===== config.mk =====
export PLATFORM = sky130hd
export DESIGN_NAME = stream_reg
export DESIGN_NICKNAME = d
export VERILOG_FILES = /design/src/rtl/imgproc_pkg.sv /design/src/rtl/stream_reg.sv
export SDC_FILE = /design/constraint.sdc
export NUM_CORES = 1
export LEC_CHECK = 0
export BUFFER_PORTS_ARGS = -buffer_cell sky130_fd_sc_hd__buf_2
export CAP_MARGIN = 20
export CORE_ASPECT_RATIO = 1.4
export CORE_MARGIN = 10
export CORE_UTILIZATION = 42
export CTS_CLUSTER_DIAMETER = 80
export CTS_CLUSTER_SIZE = 16
export DETAILED_ROUTE_END_ITERATION = 10
export GPL_ROUTABILITY_DRIVEN = 0
export GPL_TIMING_DRIVEN = 0
export HOLD_SLACK_MARGIN = 0.08
export PLACE_DENSITY_LB_ADDON = 0.12
export SETUP_SLACK_MARGIN = 0.2
export SLEW_MARGIN = 15
export SYNTH_ARGS = -nofsm -noshare
export SYNTH_HDL_FRONTEND = slang
export SYNTH_SLANG_ARGS = --single-unit
export TNS_END_PERCENT = 10

===== constraint.sdc =====
create_clock -name clk -period 2.3 [get_ports clk]
set_input_delay 0.23 -clock clk [delete_from_list [all_inputs] [get_ports clk]]
set_output_delay 0.23 -clock clk [all_outputs]
set_load 0.05 [all_outputs]

===== src/rtl/imgproc_pkg.sv =====
// fixed 640x480 rgb888 geometry; thresholds are tuned for the camera lighting and are not runtime settable
package imgproc_pkg;

	//////////////////////////////
	// frame geometry
	//////////////////////////////
	localparam int IMAGE_W = 640;
	localparam int IMAGE_H = 480;
	localparam int COORD_W = 11;
	// pixels this close to any edge are never classified
	localparam int BORDER = 20;

	//////////////////////////////
	// colour classes
	//////////////////////////////
	localparam int NUM_COLOURS = 5;
	localparam int CLASS_W = 3;
	localparam logic [CLASS_W-1:0] CLS_RED = 3'd0;
	localparam logic [CLASS_W-1:0] CLS_GREEN = 3'd1;
	localparam logic [CLASS_W-1:0] CLS_BLUE = 3'd2;
	localparam logic [CLASS_W-1:0] CLS_VIOLET = 3'd3;
	localparam logic [CLASS_W-1:0] CLS_YELLOW = 3'd4;
	localparam logic [CLASS_W-1:0] CLS_NONE = 3'd7;

	// hsv limits, all inclusive; hue is the halved 0..179 scale
	// red hue wraps: at or above RED_H_HI, or at or below RED_H_LO
	localparam logic [7:0] RED_H_HI = 8'd171;
	localparam logic [7:0] RED_H_LO = 8'd24;
	localparam logic [7:0] RED_S_LO = 8'd150;
	localparam logic [7:0] RED_S_HI = 8'd231;
	localparam logic [7:0] RED_V_LO = 8'd126;
	localparam logic [7:0] RED_V_HI = 8'd200;
	localparam logic [7:0] GREEN_H_LO = 8'd61;
	localparam logic [7:0] GREEN_H_HI = 8'd79;
	localparam logic [7:0] GREEN_S_LO = 8'd76;
	localparam logic [7:0] GREEN_S_HI = 8'd199;
	localparam logic [7:0] GREEN_V_LO = 8'd51;
	localparam logic [7:0] GREEN_V_HI = 8'd127;
	localparam logic [7:0] BLUE_H_LO = 8'd91;
	localparam logic [7:0] BLUE_H_HI = 8'd119;
	localparam logic [7:0] BLUE_S_LO = 8'd77;
	localparam logic [7:0] BLUE_S_HI = 8'd194;
	localparam logic [7:0] BLUE_V_LO = 8'd26;
	localparam logic [7:0] BLUE_V_HI = 8'd127;
	// violet has only an upper hue limit
	localparam logic [7:0] VIOLET_H_HI = 8'd14;
	localparam logic [7:0] VIOLET_S_LO = 8'd81;
	localparam logic [7:0] VIOLET_S_HI = 8'd149;
	localparam logic [7:0] VIOLET_V_LO = 8'd76;
	localparam logic [7:0] VIOLET_V_HI = 8'd125;
	localparam logic [7:0] YELLOW_H_LO = 8'd26;
	localparam logic [7:0] YELLOW_H_HI = 8'd44;
	localparam logic [7:0] YELLOW_S_LO = 8'd101;
	localparam logic [7:0] YELLOW_S_HI = 8'd152;
	localparam logic [7:0] YELLOW_V_LO = 8'd103;
	localparam logic [7:0] YELLOW_V_HI = 8'd245;

	//////////////////////////////
	// stream types
	//////////////////////////////
	typedef struct packed {
		logic [7:0] r;
		logic [7:0] g;
		logic [7:0] b;
	} pixel_t;

	typedef struct packed {
		pixel_t pix;
		logic sop;
		logic eop;
	} beat_t;

	typedef struct packed {
		logic [COORD_W-1:0] xmin;
		logic [COORD_W-1:0] xmax;
		logic [COORD_W-1:0] ymin;
		logic [COORD_W-1:0] ymax;
	} bbox_t;

	// empty box, xmin above xmax marks the colour as unseen
	localparam bbox_t BOX_RESET = '{
		xmin: COORD_W'(IMAGE_W - 1),
		xmax: '0,
		ymin: COORD_W'(IMAGE_H - 1),
		ymax: '0
	};

	// overlay colours, indexed by class
	localparam pixel_t HIGHLIGHT [NUM_COLOURS] = '{
		24'hff0001, 24'h00ff00, 24'h0000ff, 24'h8e1596, 24'hedff6f
	};
	localparam pixel_t BOX_COLOUR [NUM_COLOURS] = '{
		24'hff7575, 24'h92ff96, 24'h92eeff, 24'hff92ea, 24'hf9ff92
	};
	localparam pixel_t BACKGROUND = 24'h0;

	//////////////////////////////
	// messages and cpu port
	//////////////////////////////
	localparam int MSG_INTERVAL = 6;
	localparam int MSG_CNT_W = $clog2(MSG_INTERVAL);
	localparam int MSG_WORDS = 15;
	localparam int FIFO_DEPTH = 256;
	localparam int FIFO_AW = 8;
	localparam logic [23:0] MSG_ID [NUM_COLOURS] = '{"RBB", "GBB", "BBB", "VBB", "YBB"};

	localparam logic [2:0] ADDR_STATUS = 3'd0;
	localparam logic [2:0] ADDR_MSG = 3'd1;
	localparam logic [2:0] ADDR_ID = 3'd2;
	localparam logic [31:0] DEVICE_ID = 32'h1234EEE2;
	localparam int FLUSH_BIT = 4;

	typedef struct packed {
		logic [7:0] pad;
		logic [23:0] ascii;
	} msg_id_t;

	typedef struct packed {
		logic [4:0] pad_x;
		logic [COORD_W-1:0] x;
		logic [4:0] pad_y;
		logic [COORD_W-1:0] y;
	} msg_corner_t;

	// a message word is either a box id or a corner coordinate
	typedef union packed {
		msg_id_t id;
		msg_corner_t corner;
	} msg_word_u;

endpackage


===== src/rtl/stream_reg.sv =====
// one beat deep, so a stalled sink sees ready drop in the same cycle as the downstream stall
`timescale 1ns/100ps

module stream_reg (
	input  logic clk,
	input  logic reset_n,
	input  logic valid_in,
	input  imgproc_pkg::beat_t beat_in,
	output logic ready_out,
	output logic valid_out,
	output imgproc_pkg::beat_t beat_out,
	input  logic ready_in
);

	// room when empty or when the held beat leaves this cycle
	assign ready_out = ~valid_out | ready_in;

	always_ff @(posedge clk) begin
		if (!reset_n) begin
			valid_out <= 1'b0;
		end else if (ready_out) begin
			valid_out <= valid_in;
		end
	end

	// payload only, holds while stalled
	always_ff @(posedge clk) begin
		if (ready_out && valid_in) begin
			beat_out <= beat_in;
		end
	end

endmodule


Word level (Yosys, flattened, before mapping) --
Cells that the tools add are included.
Operators by class: reductions and logical operators 1, bitwise gates (word level) 2
Operators with widths (number):
- 1-bit logical AND | 1
- 1-bit inverter | 1
- 1-bit OR | 1
Word-level totals: output and inout bits 28, input port bits 30, logic and storage cells 9, flip-flop bits (word level) 27

Longest topological paths before layout --
depth in word-level cells 3, depth in mapped cells 2

Least setup slack after synthesis --
Ideal clock, no wire load.
path kind reg-to-reg, start register valid_out, end register beat_out[0] in the netlist's numbering, enable pin, slack 846 ps, cell stages (with the launch flop) 3, path buffers 0, period minus slack after synthesis 1454 ps, data arrival time 1183 ps, library setup time 271 ps, required time 2029 ps, path through dfxtp_1 -> nand2b_4 -> and2_4
On the way: cells in the longest elaborated chain, start to end 3
Ends and longest elaborated chain:
- from (decl) | line stream_reg.sv:10 | output logic valid_out,
- from (signal assigned) | line stream_reg.sv:22 | valid_out <= valid_in;
- 1-bit inverter | line stream_reg.sv:16 | assign ready_out = ~valid_out | ready_in;
- 1-bit OR | line stream_reg.sv:16
- net ready_out | line stream_reg.sv:9 | output logic ready_out,
- 1-bit logical AND | line stream_reg.sv:28 | if (ready_out && valid_in) begin
- to (signal assigned) | line stream_reg.sv:29 | beat_out <= beat_in;
- to (decl) | line stream_reg.sv:11 | output imgproc_pkg::beat_t beat_out,
The timed path passes the listed nets, and every way through them passes these cells. A chain may end at the register's enable or synchronous reset.

Worst setup path after layout --
start register valid_out, end output ready_out
On the way: cells in the longest elaborated chain, start to end 2
Ends and longest elaborated chain (line):
- 1-bit inverter | stream_reg.sv:16
- 1-bit OR | stream_reg.sv:16
- to (decl) | stream_reg.sv:9
No other way between the ends.

==> results.ini <==
[cells_and_area]
syn2layout_area_growth_pct=71.5
instances_no_fill=139
final_net_count=149
fin_area_mm2=0.00144
drive_above_1_share_pct=54.2
n_antenna_cell=0
fin_util_pct=74.7

[logic_synthesis]
yosysMostFrequentCell=edfxtp_1
synth.area.top_cells=edfxtp_1 93%, dfxtp_1 2.4%, nand2b_4 1.6%, a21boi_2 1.3%, and2_4 1.0%
syn_nets=61
seq_area_frac_synth_pct=95.5
syn_inst=31
async_flop_share_pct=0
synth_flop_cell=edfxtp_1
yosys.area.top_type=edfxtp_1
synth_edf_count=26
syn_avg_cell_area_um2=27.0
post_synth_num_cell_types=6
synth_top_area_share_pct=93.1
yosys_warnings=0
syn-cell-area_um2=838
ys_seq_elements=27

[worst_setup_path]
timing.rr.start=valid_out
r2r_setup_slack_ns=1.19
worstPathMaxFanout=3
cp.arrival_ns=1.01
rr_worst_depth=2
r2r_end=beat_out[13]
endpoint_kind=primary output
startpoint_type=flip-flop
cp.required_ns=2.07
crit_type=reg -> out

[timing]
finalHoldViolations=0
tightest_slew_ns=0.328
fmax_mhz=807
timing.final.ws_setup_ns=1.06
slew_headroom_pct=78.1
finalMaxSlewViolations=0
holdWs_ns=0.151
period_share_pct=53.8
grt_setup_unrepaired=false
fin_crit_ns=1.24
fin_skew_ns=0.00275
setup_viol=0
fin_setup_tns_ns=0

[drt]
drt_wl_total_mm=2.21
drc_errors=0
postRouteAntennaNets=0
avgRoutedWirePerCell_um=15.9
drtPass1Iterations=4
vias=593
drt-initial-drc-count=21
via_per_inst=4.27

[run_status]
outcome=complete, no violations

[global_route]
track_usage_pct=8.37
grt_antenna_before_repair=0
grt_pass1_vias=575
grt_first_pass_wirelength_mm=2.79
overflow=0
grt_max_degree=27

[power_and_ir_drop]
p_leak_nw=0.631
ir_worst_vdd_uv=581
power_density_mw_per_mm2=677
totalPowerFinal_mw=0.974

[clock_network]
clk_latency_ns=0.31
htree_levels=1
cts_buffers=3
cts_tree=built
cts_root_buffer=clkbuf_4
cts_resized=0
cts.reportedPaths.clkPinSlew_ns=0.13
clock_path_buffers=2
holdBufCountCts=2
cts.sinks=27
cts_setup_buffers=0

[min_path]
hold_end=valid_out
worstHoldStart=reset_n
min_path_type=in -> reg
worstHoldPathCells=2

[floorplan]
die_x_um=57.8
chipHeight_um=72.9
initial_core_util_pct=43.5
pin_count=58
coreArea_mm2=0.00193
die_area_mm2=0.00421
rows=19

[placed_design]
numPortBuffers=57
post-place-ws_ns=1.17
dp.cells=109
dpl_cell_area_mm2=0.00115

[run]
drv_cap=0

[cell families after synthesis]
logic type / after synthesis / share of synthesized area, %
buffers and inverters: 1 / 0.447
and+or+nand+nor: 2 / 2.69
AOI/OAI and AO/OA: 1 / 1.34
DFF: 27 / 95.5
[critical path, cell delays in order, from the launching register on]
cell	delay [ns]
dfxtp_1	0.36
nand2b_4	0.09
buf_2	0.26
[flip-flops by register name (all words and copies together) (netlist names)]
name	flops
beat_out	26
valid_out	1
[area by class of cell]
type | count | area [µm²]
sequential | 27 | 801
timing repair buffer | 83 | 546
fill | 129 | 488
multi-input combinational | 3 | 33.8
tap | 21 | 26.3
clock buffer | 3 | 22.5
clock inverter | 1 | 5.00
inverter | 1 | 3.75
[metal layers]
metal / global-route usage (%) / up-vias / wire length, µm
li1: - / 294 / -
met1: 8.32 / 266 / 724
met2: 15.0 / 31 / 1220
met3: 4.53 / 2 / 252
met4: 1.57 / 0 / 8
met5: 0 / - / 0
[worst max path at each step]
stage | from | endpoint | slack [ns] | cells past startpoint
2_1_floorplan | valid_out | beat_out[0] | 0.85 | 2
3_3_place_gp | ready_in | beat_out[4] | 1.18 | 3
3_5_place_dp | ready_in | beat_out[4] | 1.17 | 3
4_1_cts | valid_out | ready_out | 1.05 | 2
5_1_grt | valid_out | ready_out | 1.0 | 2
6_report | valid_out | ready_out | 1.06 | 2
[layout by cell type (no fill, tap or decap)]
master and count:
inv_1 1, and2_4 1, a21boi_2 1, nand2b_4 1, clkbuf_4 3, dfxtp_1 1, buf_2 57, dlygate4sd3_1 26
clkinv_2 1, edfxtp_1 26
[power by group]
group / total [mW] / switching [mW] / leakage, nW / internal (mW)
sequential: 0.578 / 0.00627 / 0.260 / 0.572
combinational: 0.205 / 0.137 / 0.353 / 0.0681
clock: 0.191 / 0.126 / 0.0177 / 0.0648
total: 0.974 / 0.269 / 0.631 / 0.705
(Power assumes the default switching activity.)
