===== src/rtl/imgproc_pkg.sv =====
// fixed 640x480 rgb888 geometry; thresholds are tuned for the camera lighting and are not runtime settable
package imgproc_pkg;

	//////////////////////////////
	// frame geometry
	//////////////////////////////
	localparam int IMAGE_W = 640;
	localparam int IMAGE_H = 480;
	localparam int COORD_W = 11;
	// pixels this close to any edge are never classified
	localparam int BORDER = 20;

	//////////////////////////////
	// colour classes
	//////////////////////////////
	localparam int NUM_COLOURS = 5;
	localparam int CLASS_W = 3;
	localparam logic [CLASS_W-1:0] CLS_RED = 3'd0;
	localparam logic [CLASS_W-1:0] CLS_GREEN = 3'd1;
	localparam logic [CLASS_W-1:0] CLS_BLUE = 3'd2;
	localparam logic [CLASS_W-1:0] CLS_VIOLET = 3'd3;
	localparam logic [CLASS_W-1:0] CLS_YELLOW = 3'd4;
	localparam logic [CLASS_W-1:0] CLS_NONE = 3'd7;

	// hsv limits, all inclusive; hue is the halved 0..179 scale
	// red hue wraps: at or above RED_H_HI, or at or below RED_H_LO
	localparam logic [7:0] RED_H_HI = 8'd171;
	localparam logic [7:0] RED_H_LO = 8'd24;
	localparam logic [7:0] RED_S_LO = 8'd150;
	localparam logic [7:0] RED_S_HI = 8'd231;
	localparam logic [7:0] RED_V_LO = 8'd126;
	localparam logic [7:0] RED_V_HI = 8'd200;
	localparam logic [7:0] GREEN_H_LO = 8'd61;
	localparam logic [7:0] GREEN_H_HI = 8'd79;
	localparam logic [7:0] GREEN_S_LO = 8'd76;
	localparam logic [7:0] GREEN_S_HI = 8'd199;
	localparam logic [7:0] GREEN_V_LO = 8'd51;
	localparam logic [7:0] GREEN_V_HI = 8'd127;
	localparam logic [7:0] BLUE_H_LO = 8'd91;
	localparam logic [7:0] BLUE_H_HI = 8'd119;
	localparam logic [7:0] BLUE_S_LO = 8'd77;
	localparam logic [7:0] BLUE_S_HI = 8'd194;
	localparam logic [7:0] BLUE_V_LO = 8'd26;
	localparam logic [7:0] BLUE_V_HI = 8'd127;
	// violet has only an upper hue limit
	localparam logic [7:0] VIOLET_H_HI = 8'd14;
	localparam logic [7:0] VIOLET_S_LO = 8'd81;
	localparam logic [7:0] VIOLET_S_HI = 8'd149;
	localparam logic [7:0] VIOLET_V_LO = 8'd76;
	localparam logic [7:0] VIOLET_V_HI = 8'd125;
	localparam logic [7:0] YELLOW_H_LO = 8'd26;
	localparam logic [7:0] YELLOW_H_HI = 8'd44;
	localparam logic [7:0] YELLOW_S_LO = 8'd101;
	localparam logic [7:0] YELLOW_S_HI = 8'd152;
	localparam logic [7:0] YELLOW_V_LO = 8'd103;
	localparam logic [7:0] YELLOW_V_HI = 8'd245;

	//////////////////////////////
	// stream types
	//////////////////////////////
	typedef struct packed {
		logic [7:0] r;
		logic [7:0] g;
		logic [7:0] b;
	} pixel_t;

	typedef struct packed {
		pixel_t pix;
		logic sop;
		logic eop;
	} beat_t;

	typedef struct packed {
		logic [COORD_W-1:0] xmin;
		logic [COORD_W-1:0] xmax;
		logic [COORD_W-1:0] ymin;
		logic [COORD_W-1:0] ymax;
	} bbox_t;

	// empty box, xmin above xmax marks the colour as unseen
	localparam bbox_t BOX_RESET = '{
		xmin: COORD_W'(IMAGE_W - 1),
		xmax: '0,
		ymin: COORD_W'(IMAGE_H - 1),
		ymax: '0
	};

	// overlay colours, indexed by class
	localparam pixel_t HIGHLIGHT [NUM_COLOURS] = '{
		24'hff0001, 24'h00ff00, 24'h0000ff, 24'h8e1596, 24'hedff6f
	};
	localparam pixel_t BOX_COLOUR [NUM_COLOURS] = '{
		24'hff7575, 24'h92ff96, 24'h92eeff, 24'hff92ea, 24'hf9ff92
	};
	localparam pixel_t BACKGROUND = 24'h0;

	//////////////////////////////
	// messages and cpu port
	//////////////////////////////
	localparam int MSG_INTERVAL = 6;
	localparam int MSG_CNT_W = $clog2(MSG_INTERVAL);
	localparam int MSG_WORDS = 15;
	localparam int FIFO_DEPTH = 256;
	localparam int FIFO_AW = 8;
	localparam logic [23:0] MSG_ID [NUM_COLOURS] = '{"RBB", "GBB", "BBB", "VBB", "YBB"};

	localparam logic [2:0] ADDR_STATUS = 3'd0;
	localparam logic [2:0] ADDR_MSG = 3'd1;
	localparam logic [2:0] ADDR_ID = 3'd2;
	localparam logic [31:0] DEVICE_ID = 32'h1234EEE2;
	localparam int FLUSH_BIT = 4;

	typedef struct packed {
		logic [7:0] pad;
		logic [23:0] ascii;
	} msg_id_t;

	typedef struct packed {
		logic [4:0] pad_x;
		logic [COORD_W-1:0] x;
		logic [4:0] pad_y;
		logic [COORD_W-1:0] y;
	} msg_corner_t;

	// a message word is either a box id or a corner coordinate
	typedef union packed {
		msg_id_t id;
		msg_corner_t corner;
	} msg_word_u;

endpackage


===== src/rtl/msg_writer.sv =====
// writes a full fifteen-word set or nothing; a frame with too little FIFO room retries on the next frame
`timescale 1ns/100ps

module msg_writer (
	input  logic clk,
	input  logic reset_n,
	input  logic end_of_frame,
	input  imgproc_pkg::bbox_t [imgproc_pkg::NUM_COLOURS-1:0] boxes,
	input  logic [imgproc_pkg::FIFO_AW:0] fifo_used,
	output logic wr,
	output imgproc_pkg::msg_word_u wr_word
);

	logic [imgproc_pkg::MSG_CNT_W-1:0] frame_cnt;
	// colour being sent and word within it (id, top left, bottom right)
	logic [imgproc_pkg::CLASS_W-1:0] col;
	logic [1:0] part;
	logic room;

	assign room = fifo_used < (imgproc_pkg::FIFO_DEPTH - imgproc_pkg::MSG_WORDS);

	always_ff @(posedge clk) begin
		if (!reset_n) begin
			frame_cnt <= '0;
			wr <= 1'b0;
			col <= '0;
			part <= '0;
		end else begin
			if (end_of_frame) begin
				if (frame_cnt == '0 && room) begin
					frame_cnt <= imgproc_pkg::MSG_CNT_W'(imgproc_pkg::MSG_INTERVAL - 1);
					wr <= 1'b1;
					col <= '0;
					part <= '0;
				end else if (frame_cnt != '0) begin
					frame_cnt <= frame_cnt - 1'b1;
				end
			end
			// step through the words, one per cycle
			if (wr && !end_of_frame) begin
				if (part == 2'd2) begin
					part <= 2'd0;
					col <= col + 1'b1;
					if (col == imgproc_pkg::CLS_YELLOW) wr <= 1'b0;
				end else begin
					part <= part + 1'b1;
				end
			end
		end
	end

	// pad bits stay zero
	always_comb begin
		wr_word = '0;
		case (part)
			2'd0: wr_word.id.ascii = imgproc_pkg::MSG_ID[col];
			2'd1: begin
				wr_word.corner.x = boxes[col].xmin;
				wr_word.corner.y = boxes[col].ymin;
			end
			default: begin
				wr_word.corner.x = boxes[col].xmax;
				wr_word.corner.y = boxes[col].ymax;
			end
		endcase
	end

endmodule


===== config.mk =====
export PLATFORM = sky130hd
export DESIGN_NAME = msg_writer
export DESIGN_NICKNAME = d
export VERILOG_FILES = /design/src/rtl/imgproc_pkg.sv /design/src/rtl/msg_writer.sv
export SDC_FILE = /design/constraint.sdc
export NUM_CORES = 1
export LEC_CHECK = 0
export BUFFER_PORTS_ARGS = -buffer_cell sky130_fd_sc_hd__buf_2
export CORE_AREA = 2 2 104 106
export CTS_BUF_LIST = sky130_fd_sc_hd__clkbuf_16
export DETAILED_ROUTE_END_ITERATION = 10
export DIE_AREA = 0 0 106 108
export PLACE_DENSITY_LB_ADDON = 0.15
export SKIP_CTS_REPAIR_TIMING = 1
export SYNTH_ARGS = -nofsm -noshare
export SYNTH_HDL_FRONTEND = slang
export SYNTH_SLANG_ARGS = --single-unit

===== constraint.sdc =====
create_clock -name clk -period 2.04 [get_ports clk]
set_input_delay 0.408 -clock clk [delete_from_list [all_inputs] [get_ports clk]]
set_output_delay 0.408 -clock clk [all_outputs]
set_load 0.02 [all_outputs]

# ---- After elaboration in Yosys (flattened, before gate mapping)
# Memories as Yosys holds them, arrays and structs flattened.
# Index checks and enable logic that the tools add are counted.
dict set report totals {
  output_inout_bits 33
  latchBits 0
  rom_bits 192
  memories 1
  mem_bits_rw 0
  regBits 9
}
dict set report op_classes {
  bitwise_logic 1
  n_reduce_logical 11
  n_mul 0
  order_cmp 3
  eq_ne 3
  add_sub_neg 3
  mux 23
  n_div 0
  shift 0
}
# name depth word_bits read_ports rd_clocked_by_memory_dff write_ports line
set mem_list {}
lappend mem_list {{(name not given)} 8 24 1 0 0 msg_writer.sv:56} ;# 2'd0: wr_word.id.ascii = imgproc_pkg::MSG_ID[col];
# operator count
set ops {}
lappend ops {{44-bit binary-select mux with 3-bit select} 1}
lappend ops {{24-bit two-way mux} 2}
lappend ops {{44-bit two-way mux} 1}
lappend ops {{11-bit case mux with 2 select lines} 1}
lappend ops {{3-bit two-way mux} 6}
lappend ops {{8-bit case mux with 2 select lines} 1}
lappend ops {{9-bit by 8-bit less-than comparator with 1-bit output (second input constant)} 1}
lappend ops {{2-bit two-way mux} 4}
lappend ops {{3-bit case mux with 2 select lines} 1}
lappend ops {{2-bit nonzero test} 3}
lappend ops {{1-bit two-way mux} 5}
lappend ops {{5-bit two-way mux} 1}
lappend ops {{4-bit greater-or-equal comparator (second input constant)} 1}
lappend ops {{3-bit by 4-bit less-than comparator with 1-bit output (second input constant)} 1}
lappend ops {{3-bit NOT with 4-bit output} 1}
lappend ops {{2-bit AND reduction} 2}
lappend ops {{3-bit by 1-bit adder with 3-bit output (second input constant)} 1}
lappend ops {{3-bit == test (second input constant)} 1}
lappend ops {{3-bit logical NOT} 1}
lappend ops {{3-bit nonzero test} 1}
lappend ops {{3-bit by 1-bit subtractor with 3-bit output (second input constant)} 1}
lappend ops {{2-bit by 1-bit adder with 2-bit output (second input constant)} 1}
lappend ops {{2-bit by 1-bit == test with 1-bit output (second input constant)} 1}
lappend ops {{2-bit == test (second input constant)} 1}
lappend ops {{other kinds (3)} 4}

# ---- Depth between registers and ports, before layout
dict set report logic_depth {
  depth_word 7
  depth_mapped 7
  mapped_depth_nobuf 6
}

# ---- Worst setup path before layout
# OpenSTA, ideal clock, no wires.
dict set report synth_path {
  kind {reg-to-output}
  start {register col[1] (netlist name)}
  end {output port wr_word[20] (netlist name)}
  path_stages_with_launch 8
  t_arrival_ns 1.598
  path_slack_ns 0.034
  path_cell_list {dfxtp_1 > buf_2 > buf_2 > inv_1 > ha_1 > a21boi_0 > a221oi_1 > o21ai_0}
}
# item line
set synth_lines {}
lappend synth_lines {{start, declared} msg_writer.sv:16} ;# logic [imgproc_pkg::CLASS_W-1:0] col;
lappend synth_lines {{start signal, assigned} msg_writer.sv:43} ;# col <= col + 1'b1;
lappend synth_lines {{end, declared} msg_writer.sv:11} ;# output imgproc_pkg::msg_word_u wr_word

==> flow_summary.toml <==
[critical_path]
critPathBufInv = 3
worst-setup-path-type = "register to output pin"
r2r_start = "frame_cnt[0]"
cp.arrival_ns = 1.88
crit_chain = "buf_6 -> clkbuf_16 -> mux4_2 -> nand3_1 -> a2bb2oi_2 -> buf_4"
r2r-end = "part[0]"
cp_top_family = "multiplexers"
worstSetupStartpointType = "register"
end_kind = "output pin"
slowest_delay_ns = 0.55
critPathMaxFanout = 8
rrSetupSlack_ns = 0.57
reg2regPathDepth = 6
crit_required_ns = 1.63
cp-startpoint = "col[0]"
slowest_stage = "mux4_2"

[clocking]
clockRootBuffer = "clkbuf_16"
cts_buffers = 3
cts.sinks = 9
clock_path_buffers = 2
htree_levels = 1
tritoncts = "built"
clock_latency_ns = 0.24
cts.clk_slew.worst_paths_ns = 0.04

[timing]
fmax_mhz = 437
finalSetupViolCount = 22
setup_ws_ns = -0.249
period_needed_ns = 2.29
rsz0062_at_grt = "yes"
skew_ns = 0.000461
finalHoldViolations = 0
finalCritPeriodShare = 1.12
slew_viol_final = 0

[die]
die_area_mm2 = 0.0114
die-width_um = 106
die_h_um = 108
initial_core_util = 0.222
ioPinCount = 265
row_count = 37
core_area_mm2 = 0.0102

[synth]
yosysWarnings = 0
synth.distinct_cells = 45
synth-seq-cells = 9
synth-edff-count = 0
synth_cells = 233
yosysTopAreaCell = "mux4_2"
async_reset_ff_frac = 0
synth_common_cells = "mux4_2 (37), a22oi_1 (27), nand2_1 (25)"
ys_seq_area_frac = 0.0794
avgSynthCellArea_um2 = 9.74
ys.flop_type = "dfxtp_1"
synth.top_cells.by_area = "mux4_2 (37%), a22oi_1 (8.9%), dfxtp_1 (7.9%)"
yosys.cell_count.top_type = "mux4_2"
synth_area_mm2 = 0.00227
netlist.area_leader.share = 0.367

[layout]
final_layout_size_suffix_gt1_frac = 0.716
layout.nets = 748
syn_to_final_growth_pct = 86.7
fin_cells = 646
fin_area_mm2 = 0.00424
antenna_cells = 0
fill_cells = 1087

[placed_design]
port_buffers = 255
place_area_mm2 = 0.00378
dp_hpwl_mm = 9.53
pre_cts_slack_ns = -0.0386
dp_cells = 624
place.gp.congestion = 0.821

[pwr]
power_mw = 1.03
ir_drop_mv = 0.284
power_density_mw_per_mm2 = 244
leakage_nw = 2.03

[route]
detail_route.first_pass.iterations = 5
drc = 0
wl_per_cell_um = 18.6
routed_wl_mm = 12.0
vias = 3206
drt_iter0_markers = 147
ant_nets = 0
vias_per_cell = 4.96

[worst_hold_path]
hold_end = "frame_cnt[1]"
min_path_cells = 2
min_path_type = "register to register"
hold_start = "frame_cnt[1]"

[grt]
track_usage = 0.178
antenna_found_initial = 0
overflow = 0
grt_pass1_vias = 3206
grt_max_degree = 25
grt_pass1_wl_mm = 16.1

[outcome]
violations = "negative setup slack"
status = "complete, but fails checks"

[flow_run]
cap_violations = 0
==> registers in the layout, indices dropped and copies added, names as in the netlist <==
signal / count
col: 3
frame_cnt: 3
part: 2
wr: 1
==> logic make-up (layout without fill, tap and decap cells) <==
| kind of cell | Yosys count | in the layout | share of synthesized area |
|---|---|---|---|
| mux | 49 | 49 | 0.428 |
| flops | 9 | 9 | 0.0794 |
| fa+ha+maj | 5 | 5 | 0.0276 |
| simple gates | 63 | 64 | 0.136 |
| other cells | 1 | 9 | 0.00165 |
| compound gates | 66 | 66 | 0.223 |
| buf+inv | 40 | 308 | 0.105 |
==> worst register-to-register path, delay by kind of cell, from the launching register on <==
kind	cells	cell delay [ns]
adders and majority gates	2	0.40
DFF	1	0.34
AOI/OAI and AO/OA	2	0.33
and+or+nand+nor	1	0.28
buffers and inverters	1	0.06
==> stage by stage <==
step           hold WS [ns]  utilization  setup TNS (ns)
2_1_floorplan         0.438            -               0
3_3_place_gp          0.452        0.369          -0.111
3_5_place_dp          0.455        0.369          -0.129
4_1_cts               0.460        0.377           -5.06
5_1_grt               0.476        0.414           -6.06
6_report              0.460        0.414           -4.43
==> cell type report <==
| cell class | instances | area (um2) | share of cell area |
|---|---|---|---|
| multi-input cells | 193 | 2030 | 0.479 |
| flip-flops and latches | 9 | 188 | 0.0443 |
| clock inverters | 1 | 3.75 | 0.000886 |
| well taps | 136 | 170 | 0.0402 |
| repair buffers | 294 | 1730 | 0.408 |
| clock buffers | 3 | 75.1 | 0.0177 |
| inverters | 10 | 41.3 | 0.00975 |
==> layout by cell type (no fill, tap or decap), types with 4 or more instances in the layout <==
master,netlist,final
conb_1,1,9
buf_4,11,35
o21ai_0,8,6
buf_2,10,245
a221oi_2,0,11
buf_12,0,6
inv_1,9,10
nor2b_1,4,4
mux4_2,37,37
nand2_1,25,25
buf_6,3,5
nor2_1,14,14
mux2i_1,9,8
dfxtp_1,9,7
clkbuf_16,0,5
a22oi_1,27,20
a22oi_2,0,7
ha_1,5,5
==> power breakdown <==
group | internal, mW | total [mW] | leakage (nW) | switching [mW]
combinational | 0.283 | 0.494 | 1.91 | 0.211
sequential | 0.188 | 0.195 | 0.0750 | 0.00764
clock | 0.256 | 0.345 | 0.0423 | 0.0891
==> worst max-delay path by stage <==
stage,to,slack [ns],cells past startpoint
after floorplan,wr_word[20],0.03,7
after global placement,wr_word[17],-0.06,5
after detailed placement,wr_word[17],-0.04,5
after CTS,wr_word[17],-0.29,5
after global routing,wr_word[21],-0.30,7
final,wr_word[19],-0.25,6
==> metal layers <==
layer  wire length, um  GRT usage  up-vias
li1                  -          -     1492
met1              4710      0.212     1552
met2              6430      0.352      153
met3               771     0.0241        9
met4                86     0.0179        0
met5                 0          0        -
Power figures use the tool's default switching activity.
