File: src/rtl/imgproc_pkg.sv
// fixed 640x480 rgb888 geometry; thresholds are tuned for the camera lighting and are not runtime settable
package imgproc_pkg;

	//////////////////////////////
	// frame geometry
	//////////////////////////////
	localparam int IMAGE_W = 640;
	localparam int IMAGE_H = 480;
	localparam int COORD_W = 11;
	// pixels this close to any edge are never classified
	localparam int BORDER = 20;

	//////////////////////////////
	// colour classes
	//////////////////////////////
	localparam int NUM_COLOURS = 5;
	localparam int CLASS_W = 3;
	localparam logic [CLASS_W-1:0] CLS_RED = 3'd0;
	localparam logic [CLASS_W-1:0] CLS_GREEN = 3'd1;
	localparam logic [CLASS_W-1:0] CLS_BLUE = 3'd2;
	localparam logic [CLASS_W-1:0] CLS_VIOLET = 3'd3;
	localparam logic [CLASS_W-1:0] CLS_YELLOW = 3'd4;
	localparam logic [CLASS_W-1:0] CLS_NONE = 3'd7;

	// hsv limits, all inclusive; hue is the halved 0..179 scale
	// red hue wraps: at or above RED_H_HI, or at or below RED_H_LO
	localparam logic [7:0] RED_H_HI = 8'd171;
	localparam logic [7:0] RED_H_LO = 8'd24;
	localparam logic [7:0] RED_S_LO = 8'd150;
	localparam logic [7:0] RED_S_HI = 8'd231;
	localparam logic [7:0] RED_V_LO = 8'd126;
	localparam logic [7:0] RED_V_HI = 8'd200;
	localparam logic [7:0] GREEN_H_LO = 8'd61;
	localparam logic [7:0] GREEN_H_HI = 8'd79;
	localparam logic [7:0] GREEN_S_LO = 8'd76;
	localparam logic [7:0] GREEN_S_HI = 8'd199;
	localparam logic [7:0] GREEN_V_LO = 8'd51;
	localparam logic [7:0] GREEN_V_HI = 8'd127;
	localparam logic [7:0] BLUE_H_LO = 8'd91;
	localparam logic [7:0] BLUE_H_HI = 8'd119;
	localparam logic [7:0] BLUE_S_LO = 8'd77;
	localparam logic [7:0] BLUE_S_HI = 8'd194;
	localparam logic [7:0] BLUE_V_LO = 8'd26;
	localparam logic [7:0] BLUE_V_HI = 8'd127;
	// violet has only an upper hue limit
	localparam logic [7:0] VIOLET_H_HI = 8'd14;
	localparam logic [7:0] VIOLET_S_LO = 8'd81;
	localparam logic [7:0] VIOLET_S_HI = 8'd149;
	localparam logic [7:0] VIOLET_V_LO = 8'd76;
	localparam logic [7:0] VIOLET_V_HI = 8'd125;
	localparam logic [7:0] YELLOW_H_LO = 8'd26;
	localparam logic [7:0] YELLOW_H_HI = 8'd44;
	localparam logic [7:0] YELLOW_S_LO = 8'd101;
	localparam logic [7:0] YELLOW_S_HI = 8'd152;
	localparam logic [7:0] YELLOW_V_LO = 8'd103;
	localparam logic [7:0] YELLOW_V_HI = 8'd245;

	//////////////////////////////
	// stream types
	//////////////////////////////
	typedef struct packed {
		logic [7:0] r;
		logic [7:0] g;
		logic [7:0] b;
	} pixel_t;

	typedef struct packed {
		pixel_t pix;
		logic sop;
		logic eop;
	} beat_t;

	typedef struct packed {
		logic [COORD_W-1:0] xmin;
		logic [COORD_W-1:0] xmax;
		logic [COORD_W-1:0] ymin;
		logic [COORD_W-1:0] ymax;
	} bbox_t;

	// empty box, xmin above xmax marks the colour as unseen
	localparam bbox_t BOX_RESET = '{
		xmin: COORD_W'(IMAGE_W - 1),
		xmax: '0,
		ymin: COORD_W'(IMAGE_H - 1),
		ymax: '0
	};

	// overlay colours, indexed by class
	localparam pixel_t HIGHLIGHT [NUM_COLOURS] = '{
		24'hff0001, 24'h00ff00, 24'h0000ff, 24'h8e1596, 24'hedff6f
	};
	localparam pixel_t BOX_COLOUR [NUM_COLOURS] = '{
		24'hff7575, 24'h92ff96, 24'h92eeff, 24'hff92ea, 24'hf9ff92
	};
	localparam pixel_t BACKGROUND = 24'h0;

	//////////////////////////////
	// messages and cpu port
	//////////////////////////////
	localparam int MSG_INTERVAL = 6;
	localparam int MSG_CNT_W = $clog2(MSG_INTERVAL);
	localparam int MSG_WORDS = 15;
	localparam int FIFO_DEPTH = 256;
	localparam int FIFO_AW = 8;
	localparam logic [23:0] MSG_ID [NUM_COLOURS] = '{"RBB", "GBB", "BBB", "VBB", "YBB"};

	localparam logic [2:0] ADDR_STATUS = 3'd0;
	localparam logic [2:0] ADDR_MSG = 3'd1;
	localparam logic [2:0] ADDR_ID = 3'd2;
	localparam logic [31:0] DEVICE_ID = 32'h1234EEE2;
	localparam int FLUSH_BIT = 4;

	typedef struct packed {
		logic [7:0] pad;
		logic [23:0] ascii;
	} msg_id_t;

	typedef struct packed {
		logic [4:0] pad_x;
		logic [COORD_W-1:0] x;
		logic [4:0] pad_y;
		logic [COORD_W-1:0] y;
	} msg_corner_t;

	// a message word is either a box id or a corner coordinate
	typedef union packed {
		msg_id_t id;
		msg_corner_t corner;
	} msg_word_u;

endpackage

File: src/rtl/pixel_coord.sv
// coordinates are undefined until the first sop beat; the sop header itself has no position
`timescale 1ns/100ps

module pixel_coord (
	input  logic clk,
	input  logic fire,
	input  logic sop,
	input  logic [3:0] blue_nibble,
	output logic [imgproc_pkg::COORD_W-1:0] x,
	output logic [imgproc_pkg::COORD_W-1:0] y,
	output logic is_video
);

	// x, y always name the beat now waiting in the input register
	always_ff @(posedge clk) begin
		if (fire) begin
			if (sop) begin
				x <= '0;
				y <= '0;
				// header word with blue low nibble zero marks a video packet
				is_video <= (blue_nibble == 4'h0);
			end else if (x == imgproc_pkg::COORD_W'(imgproc_pkg::IMAGE_W - 1)) begin
				// end of row
				x <= '0;
				y <= y + 1'b1;
			end else begin
				x <= x + 1'b1;
			end
		end
	end

endmodule

File: config.mk
export PLATFORM = sky130hd
export DESIGN_NAME = pixel_coord
export DESIGN_NICKNAME = d
export VERILOG_FILES = /design/src/rtl/imgproc_pkg.sv /design/src/rtl/pixel_coord.sv
export SDC_FILE = /design/constraint.sdc
export NUM_CORES = 1
export LEC_CHECK = 0
export BUFFER_PORTS_ARGS = -buffer_cell sky130_fd_sc_hd__buf_4
export CAP_MARGIN = 20
export CORE_MARGIN = 2
export CORE_UTILIZATION = 30
export CTS_BUF_LIST = sky130_fd_sc_hd__clkbuf_16
export CTS_CLUSTER_DIAMETER = 100
export DETAILED_ROUTE_END_ITERATION = 8
export MAX_ROUTING_LAYER = met4
export PLACE_DENSITY = 0.55
export REMOVE_ABC_BUFFERS = 1
export SETUP_SLACK_MARGIN = 0.15
export SYNTH_ARGS = -nofsm -noshare
export SYNTH_HDL_FRONTEND = slang
export SYNTH_SLANG_ARGS = --single-unit
File: constraint.sdc
create_clock -name clk -period 6.1 [get_ports clk]
set_input_delay 0.61 -clock clk [delete_from_list [all_inputs] [get_ports clk]]
set_output_delay 0.61 -clock clk [all_outputs]
set_load 0.01 [all_outputs]
# Word level (Yosys, flattened, before mapping)
# Cells that the tools add are included.
# op_classes
addsub	2
mul	0
div	0
n_lt_le_gt_ge	0
eq_ne	1
n_shift	0
n_mux	1
bitwise	0
reduce_logical	5
# ops
operator	n
$add 11x1->11 const B	2
$eq 11x10->1 const B	1
$mux 11	1
$logic_not 4->1	1
$reduce_and 2->1	2
$reduce_bool 2->1	1
$reduce_or 2->1	1
# totals
reg_bits	23
latchBits	0
ramBits	0
mem_bits_ro	0
elab_cells	12
n_memories	0

# Longest topological paths before layout
# Gate-level depths: netlist of the first run.
# depth
word_depth	3
ltp_mapped	4
ltp_nobuf	4

# Least setup slack after synthesis of the first run
# No wires, ideal clock.
# synth_timing
kind	reg2reg
startpoint	register x[0] (netlist name)
endpoint	register y[0] (netlist name), enable pin
setup_time_ns	0.349
arrival_ns	1.660
required_ns	5.751
slack_ns	4.091
stages_incl_launch_ff	5
n_path_buf	0
period_less_slack_ns	2.009
path_cell_list	edfxtp_1 > ha_1 > nand2_1 > o41ai_4 > and2_1
# synth_between
elab_chain_len	3
# synth_rtl
item	line	rtl
start: declaration	pixel_coord.sv:9	output logic [imgproc_pkg::COORD_W-1:0] x,
start signal: assignment	pixel_coord.sv:27	x <= x + 1'b1;
$eq 11x10->1	pixel_coord.sv:22	end else if (x == imgproc_pkg::COORD_W'(imgproc_pkg::IMAGE_W - 1)) begin
$reduce_bool 2->1 (no line)	-	
$reduce_and 2->1 (no line)	-	
end signal: assignment	pixel_coord.sv:25	y <= y + 1'b1;
end: declaration	pixel_coord.sv:10	output logic [imgproc_pkg::COORD_W-1:0] y,
# Every way passes these cells.
# A chain may end at the register's enable or synchronous reset.

# Final worst setup path of the first run
# layout_timing
startpoint	register x[0] (netlist name)
endpoint	register y[3] (netlist name), enable pin
# Same word-level chain as after synthesis.

==> impl_metrics.json, run 1 <==
{
  "ys_warn_count": 0,
  "final_cell_count_no_fill": 188,
  "synth_top_family_by_area": "simple AND/OR/NAND/NOR gates",
  "coreArea_sq_um": 3970,
  "ys_ff_latch": 23,
  "die_area_sq_um": 4650,
  "tightestPinTransition_ns": 0.472,
  "gp_congestion": 0.748,
  "cts_sinks": 23,
  "met2_length_mm": 1.17,
  "post_drt_wl_per_cell_um": 13.6,
  "yosys-top-cells-area": "edfxtp_1 (56%), a21oi_1 (4.4%), o31ai_1 (3.6%)",
  "timing.critical_path.to_type": "flop",
  "grt_max_degree": 20,
  "synth_top_cell_by_area": "edfxtp_1",
  "fin_util_pct": 39.8,
  "grt_pass1_wl_mm": 4.15,
  "dp_slack_ns": 3.87,
  "ys_seq_area_share_pct": 55.8,
  "m1WireLength_mm": 1.22,
  "layout.nets": 148,
  "whs_ns": 0.626,
  "path_cells": "ha_1, nand2_1, o41ai_4, and2_1",
  "final_cell_area_sq_um": 1580,
  "cts_tree": "yes",
  "finalCritPeriodShare_pct": 36.5,
  "r2r-start": "x[0]",
  "ioPinCount": 30,
  "ys_types": 27,
  "grt.overflow.total": 0,
  "numCtsBuffers": 3,
  "synth_commonest_cells": "edfxtp_1 (23), a21oi_1 (11), nor2_1 (9)",
  "fin_crit_ns": 2.23,
  "synthAdderAreaFrac_pct": 2.02,
  "yosysMostFrequentCell": "edfxtp_1",
  "drive_gt1_share_pct": 28.3,
  "hpwl_mm": 1.92,
  "crit_slowest_cell": "o41ai_4",
  "rrSetupSlack_ns": 3.87,
  "path_class": "flop to flop",
  "cts_hold_buf": 0,
  "hold_viol": 0,
  "finalWorstSetupSlack_ns": 3.87,
  "place_area_sq_um": 1500,
  "rsz0062_at_grt": "false",
  "first_pass_iters": 4,
  "setup_viol": 0,
  "antennaDiodeCount": 0,
  "max_freq_ghz": 0.449,
  "drtIter0Drc": 13,
  "fp.dieW_um": 68.2,
  "powerDensity_nw_per_um2": 239,
  "grtUsageTotal_pct": 12.5,
  "clk_pin_slew_ns": 0.06,
  "grt_pass1_vias": 918,
  "syn_to_final_growth_pct": 27.7,
  "crit_arrival_ns": 2.12,
  "ctsResizeCount": 0,
  "antenna_found_initial": 0,
  "drv_slew": 0,
  "start_util_pct": 31.2,
  "power_mw": 0.377,
  "syn_avg_cell_area_sq_um": 11.6,
  "synth_area_sq_um": 1240,
  "startpoint_type": "flop",
  "dp_cells": 184,
  "synth_edf_count": 23,
  "ir_drop_mv": 0.120,
  "slew_headroom_pct": 68.5,
  "hold_class": "input port to flop",
  "skew_ns": 0.00256,
  "synth_ff_type": "edfxtp_1",
  "cp.required_ns": 6.00,
  "crit_start": "x[0]",
  "die_y_um": 68.2,
  "highest_layer": "met4",
  "vias_per_cell": 5.20,
  "synthSimpleGateAreaFrac_pct": 22.3,
  "tns_ns": 0,
  "cts_root_buffer": "clkbuf_16",
  "clock_path_buffers": 2,
  "cap_violations": 0,
  "async_reset_ff_share_pct": 0,
  "drc": 0,
  "h-tree-depth": 1,
  "synth_compound_gate_area_share_pct": 13.5,
  "met3_length_um": 152,
  "vias": 977,
  "place.port_buffers": 29,
  "synth_cells": 107,
  "clk-insertion-delay-late_ns": 0.25,
  "cp_max_fo": 11,
  "postCtsSetupRepairBufs": 0,
  "p_leak_nw": 0.559,
  "drt-total-wl_mm": 2.56,
  "rows": 23,
  "hold_path_startpoint": "blue_nibble[2]",
  "synth_mux_area_share_pct": 0,
  "synthXorXnorAreaFrac_pct": 4.25,
  "status": "finished clean",
  "drtAntennaViolNets": 0,
  "synth_top_area_share_pct": 55.8,
  "slowest_delay_ns": 0.54
}
layout by cell type (no fill, tap or decap):
cell type | netlist | routed
o41ai_4 | 1 | 1
o21ai_0 | 5 | 5
or3b_4 | 1 | 1
nor2b_1 | 1 | 1
nand3_2 | 1 | 1
and2_1 | 2 | 2
o311ai_0 | 1 | 1
a31oi_1 | 1 | 1
nand3_4 | 1 | 1
nand4_1 | 5 | 5
inv_1 | 2 | 2
xnor2_1 | 2 | 2
buf_4 | 0 | 29
or4_1 | 6 | 6
a21oi_1 | 11 | 11
nor2_1 | 9 | 9
clkbuf_16 | 0 | 3
nand3_1 | 5 | 5
clkinv_2 | 0 | 1
edfxtp_1 | 23 | 23
or3_2 | 1 | 1
or2b_2 | 1 | 1
ha_1 | 2 | 2
o31ai_1 | 6 | 6
nand2_1 | 8 | 8
or3_1 | 5 | 5
xor2_1 | 4 | 4
nor4_1 | 1 | 1
layer usage:
| layer | track usage (%) | up-vias |
|---|---|---|
| li1 | - | 480 |
| met1 | 16.1 | 465 |
| met2 | 18.8 | 30 |
| met3 | 2.47 | 2 |
| met4 | 6.25 | 0 |
| met5 | - | - |
report_power, final:
| group | switching (mW) | total (mW) | internal (mW) |
|---|---|---|---|
| Sequential | 0.0119 | 0.197 | 0.185 |
| Clock | 0.0501 | 0.138 | 0.0880 |
| Combinational | 0.0220 | 0.0426 | 0.0206 |
worst max-delay path: cells and delay by family, from the launching register on:
family	cells	cell delay, ns
AOI/OAI and AO/OA	1	0.54
adders and majority gates	1	0.23
DFF	1	0.40
and+or+nand+nor	2	0.69
path summary, 6_finish.rpt:
path	endpoint	cells after the start
max	y[3]	4
min	is_video	2
max reg2reg	y[3]	4
min reg2reg	x[0]	1
area by class of cell:
cell class | instances | area, sq um
Inverter | 2 | 7.51
Multi-Input combinational cell | 80 | 522
Sequential cell | 23 | 691
Tap cell | 50 | 62.6
Timing Repair Buffer | 29 | 218
Clock buffer | 3 | 75.1
Fill cell | 402 | 2390
Clock inverter | 1 | 5.00
kinds of logic after synthesis:
| family | after synthesis |
|---|---|
| flip-flops | 23 |
| buffers and inverters | 4 |
| AO/OA/AOI/OAI | 25 |
| AND/OR/NAND/NOR | 47 |
| XOR/XNOR | 6 |
| adder cells (fa/ha/maj) | 2 |
sequential cells by signal, indices dropped and copies added, names as in the netlist:
signal / flops
x: 11
y: 11
is_video: 1
(Power assumes the default switching activity.)
==> inputs of run 2 (changes only) <==
Settings changed: PLACE_DENSITY 0.55 to 0.57.
Clock period 6.1 ns to 2 ns, I/O delays scaled along.
==> run 2 against run 1 <==
Compared with the run above: critical path depth increased by 1; hold slack worse by 0.41 ns; count of clock-buffer cells in the layout unchanged; routed wire length grew 7.5%; setup slack got worse by 3.6 ns; combinational power rose to 3.6 times the previous value; global-route usage decreased by 0.13 points; power grew to 3.1 times the previous value; flip-flop and latch count unchanged; critical path type unchanged.
==> impl_metrics.json, run 2 (synthesis results as in run 1) <==
{
  "dp_cells": 191,
  "clk_pin_slew_ns": 0.06,
  "grt_max_degree": 20,
  "nFillCells": 394,
  "met2_length_mm": 1.37,
  "numCtsBuffers": 3,
  "slew_headroom_pct": 80.0,
  "grtUsageTotal_pct": 12.4,
  "antennaDiodeCount": 0,
  "hold_viol": 0,
  "cts_root_buffer": "clkbuf_16",
  "m1WireLength_mm": 1.24,
  "syn_to_final_growth_pct": 34.3,
  "clock_path_buffers": 2,
  "drtAntennaViolNets": 0,
  "status": "finished clean",
  "post_drt_wl_per_cell_um": 13.8,
  "setup_viol": 0,
  "die_y_um": 68.2,
  "path_delay_family": "flip-flops",
  "vias": 1046,
  "dp_slack_ns": 0.213,
  "p_leak_nw": 0.614,
  "layout_commonest_cell": "buf_4",
  "final_cell_count_no_fill": 199,
  "cp.required_ns": 1.96,
  "cts_tree": "yes",
  "tns_ns": 0,
  "path_class": "flop to flop",
  "max_freq_ghz": 0.573,
  "timing.critical_path.to_type": "flop",
  "first_pass_iters": 4,
  "hold_path_startpoint": "blue_nibble[2]",
  "worst_hold_path.endpoint": "is_video",
  "layout.nets": 159,
  "rsz0062_at_grt": "false",
  "path_cells": "ha_1, nand2_1, o41ai_4, and2_1, buf_4",
  "place.port_buffers": 29,
  "die_area_sq_um": 4650,
  "fin_crit_ns": 1.75,
  "drtIter0Drc": 33,
  "skew_ns": 0.00218,
  "fin_util_pct": 41.8,
  "crit_cells": 5,
  "worstReg2RegEnd": "y[8]",
  "start_util_pct": 31.2,
  "holdPathStages": 2,
  "drt-total-wl_mm": 2.76,
  "coreArea_sq_um": 3970,
  "powerDensity_nw_per_um2": 701,
  "reg.largest.list": "x (11), y (11), is_video (1)",
  "finalWorstSetupSlack_ns": 0.254,
  "h-tree-depth": 1,
  "layout_common_cells": "buf_4 (40), edfxtp_1 (23), a21oi_1 (11)",
  "vias_per_cell": 5.26,
  "startpoint_type": "flop",
  "grt_pass1_vias": 924,
  "ioPinCount": 30,
  "cp_max_fo": 11,
  "clk-insertion-delay-late_ns": 0.25,
  "drv_slew": 0,
  "ff2ff_path_depth": 5,
  "hpwl_mm": 2.00,
  "worst-path-buf-inv": 1,
  "cts_sinks": 23,
  "rrSetupSlack_ns": 0.25,
  "crit_arrival_ns": 1.70,
  "gp_congestion": 0.746,
  "rows": 23,
  "grt.overflow.total": 0,
  "finalCritPeriodShare_pct": 87.3,
  "antenna_found_initial": 0,
  "r2r-start": "x[1]",
  "slowest_delay_ns": 0.38,
  "drc": 0,
  "grt_pass1_wl_mm": 4.31,
  "tightestPinTransition_ns": 0.296,
  "ir_drop_mv": 0.400,
  "fp.dieW_um": 68.2,
  "hold_class": "input port to flop",
  "highest_layer": "met4",
  "cap_violations": 0,
  "crit_slowest_cell": "edfxtp_1",
  "met3_length_um": 125,
  "drive_gt1_share_pct": 32.9,
  "whs_ns": 0.218
}
==> run 2: cell types whose count changed in the layout (fill, tap and decap cells not counted), sizes merged <==
cell    previous run  this run
inv                2         3
buf               29        40
clkinv             1         0
==> run 2: area by class of cell <==
| type | count | area, sq um | share of cell area [%] |
|---|---|---|---|
| inverters | 2 | 7.51 | 0.452 |
| repair buffers | 40 | 300 | 18.1 |
| multi-input cells | 80 | 522 | 31.4 |
| flip-flops and latches | 23 | 691 | 41.6 |
| clock buffers | 3 | 75.1 | 4.52 |
| well taps | 50 | 62.6 | 3.77 |
| clock inverters | 1 | 3.75 | 0.226 |
==> run 2: how the worst max path moves through the flow <==
stage	from	end
after floorplan	x[0]	y[0]
after global placement	x[0]	y[10]
after detailed placement	x[0]	y[4]
after CTS	x[0]	y[4]
after global routing	x[1]	y[1]
final	x[1]	y[8]
==> run 2: power by group <==
part	internal [mW]	total (mW)	leakage, nW	switching (mW)
combinational	0.0769	0.154	0.345	0.0774
sequential	0.564	0.594	0.226	0.0304
clock	0.266	0.417	0.0423	0.151
==> run 2: stage by stage <==
stage | total power, mW | area, sq um
after global routing | 1.22 | 1660
after floorplan | 0.666 | 1220
after CTS | 1.17 | 1630
after global placement | 0.748 | 1550
after detailed placement | 0.753 | 1550
final | 1.17 | 1660
==> run 2: metal layers <==
layer / up-vias / track usage [%]
li1: 504 / -
met1: 507 / 15.9
met5: - / -
met3: 2 / 1.48
met4: 0 / 3.00
met2: 33 / 20.9
==> run 2: timing repair <==
item	in CTS	in global routing
hold buffers	0	0
gates resized for setup	0	0
buffers inserted	0	4
endpoints found under the setup margin	0	11
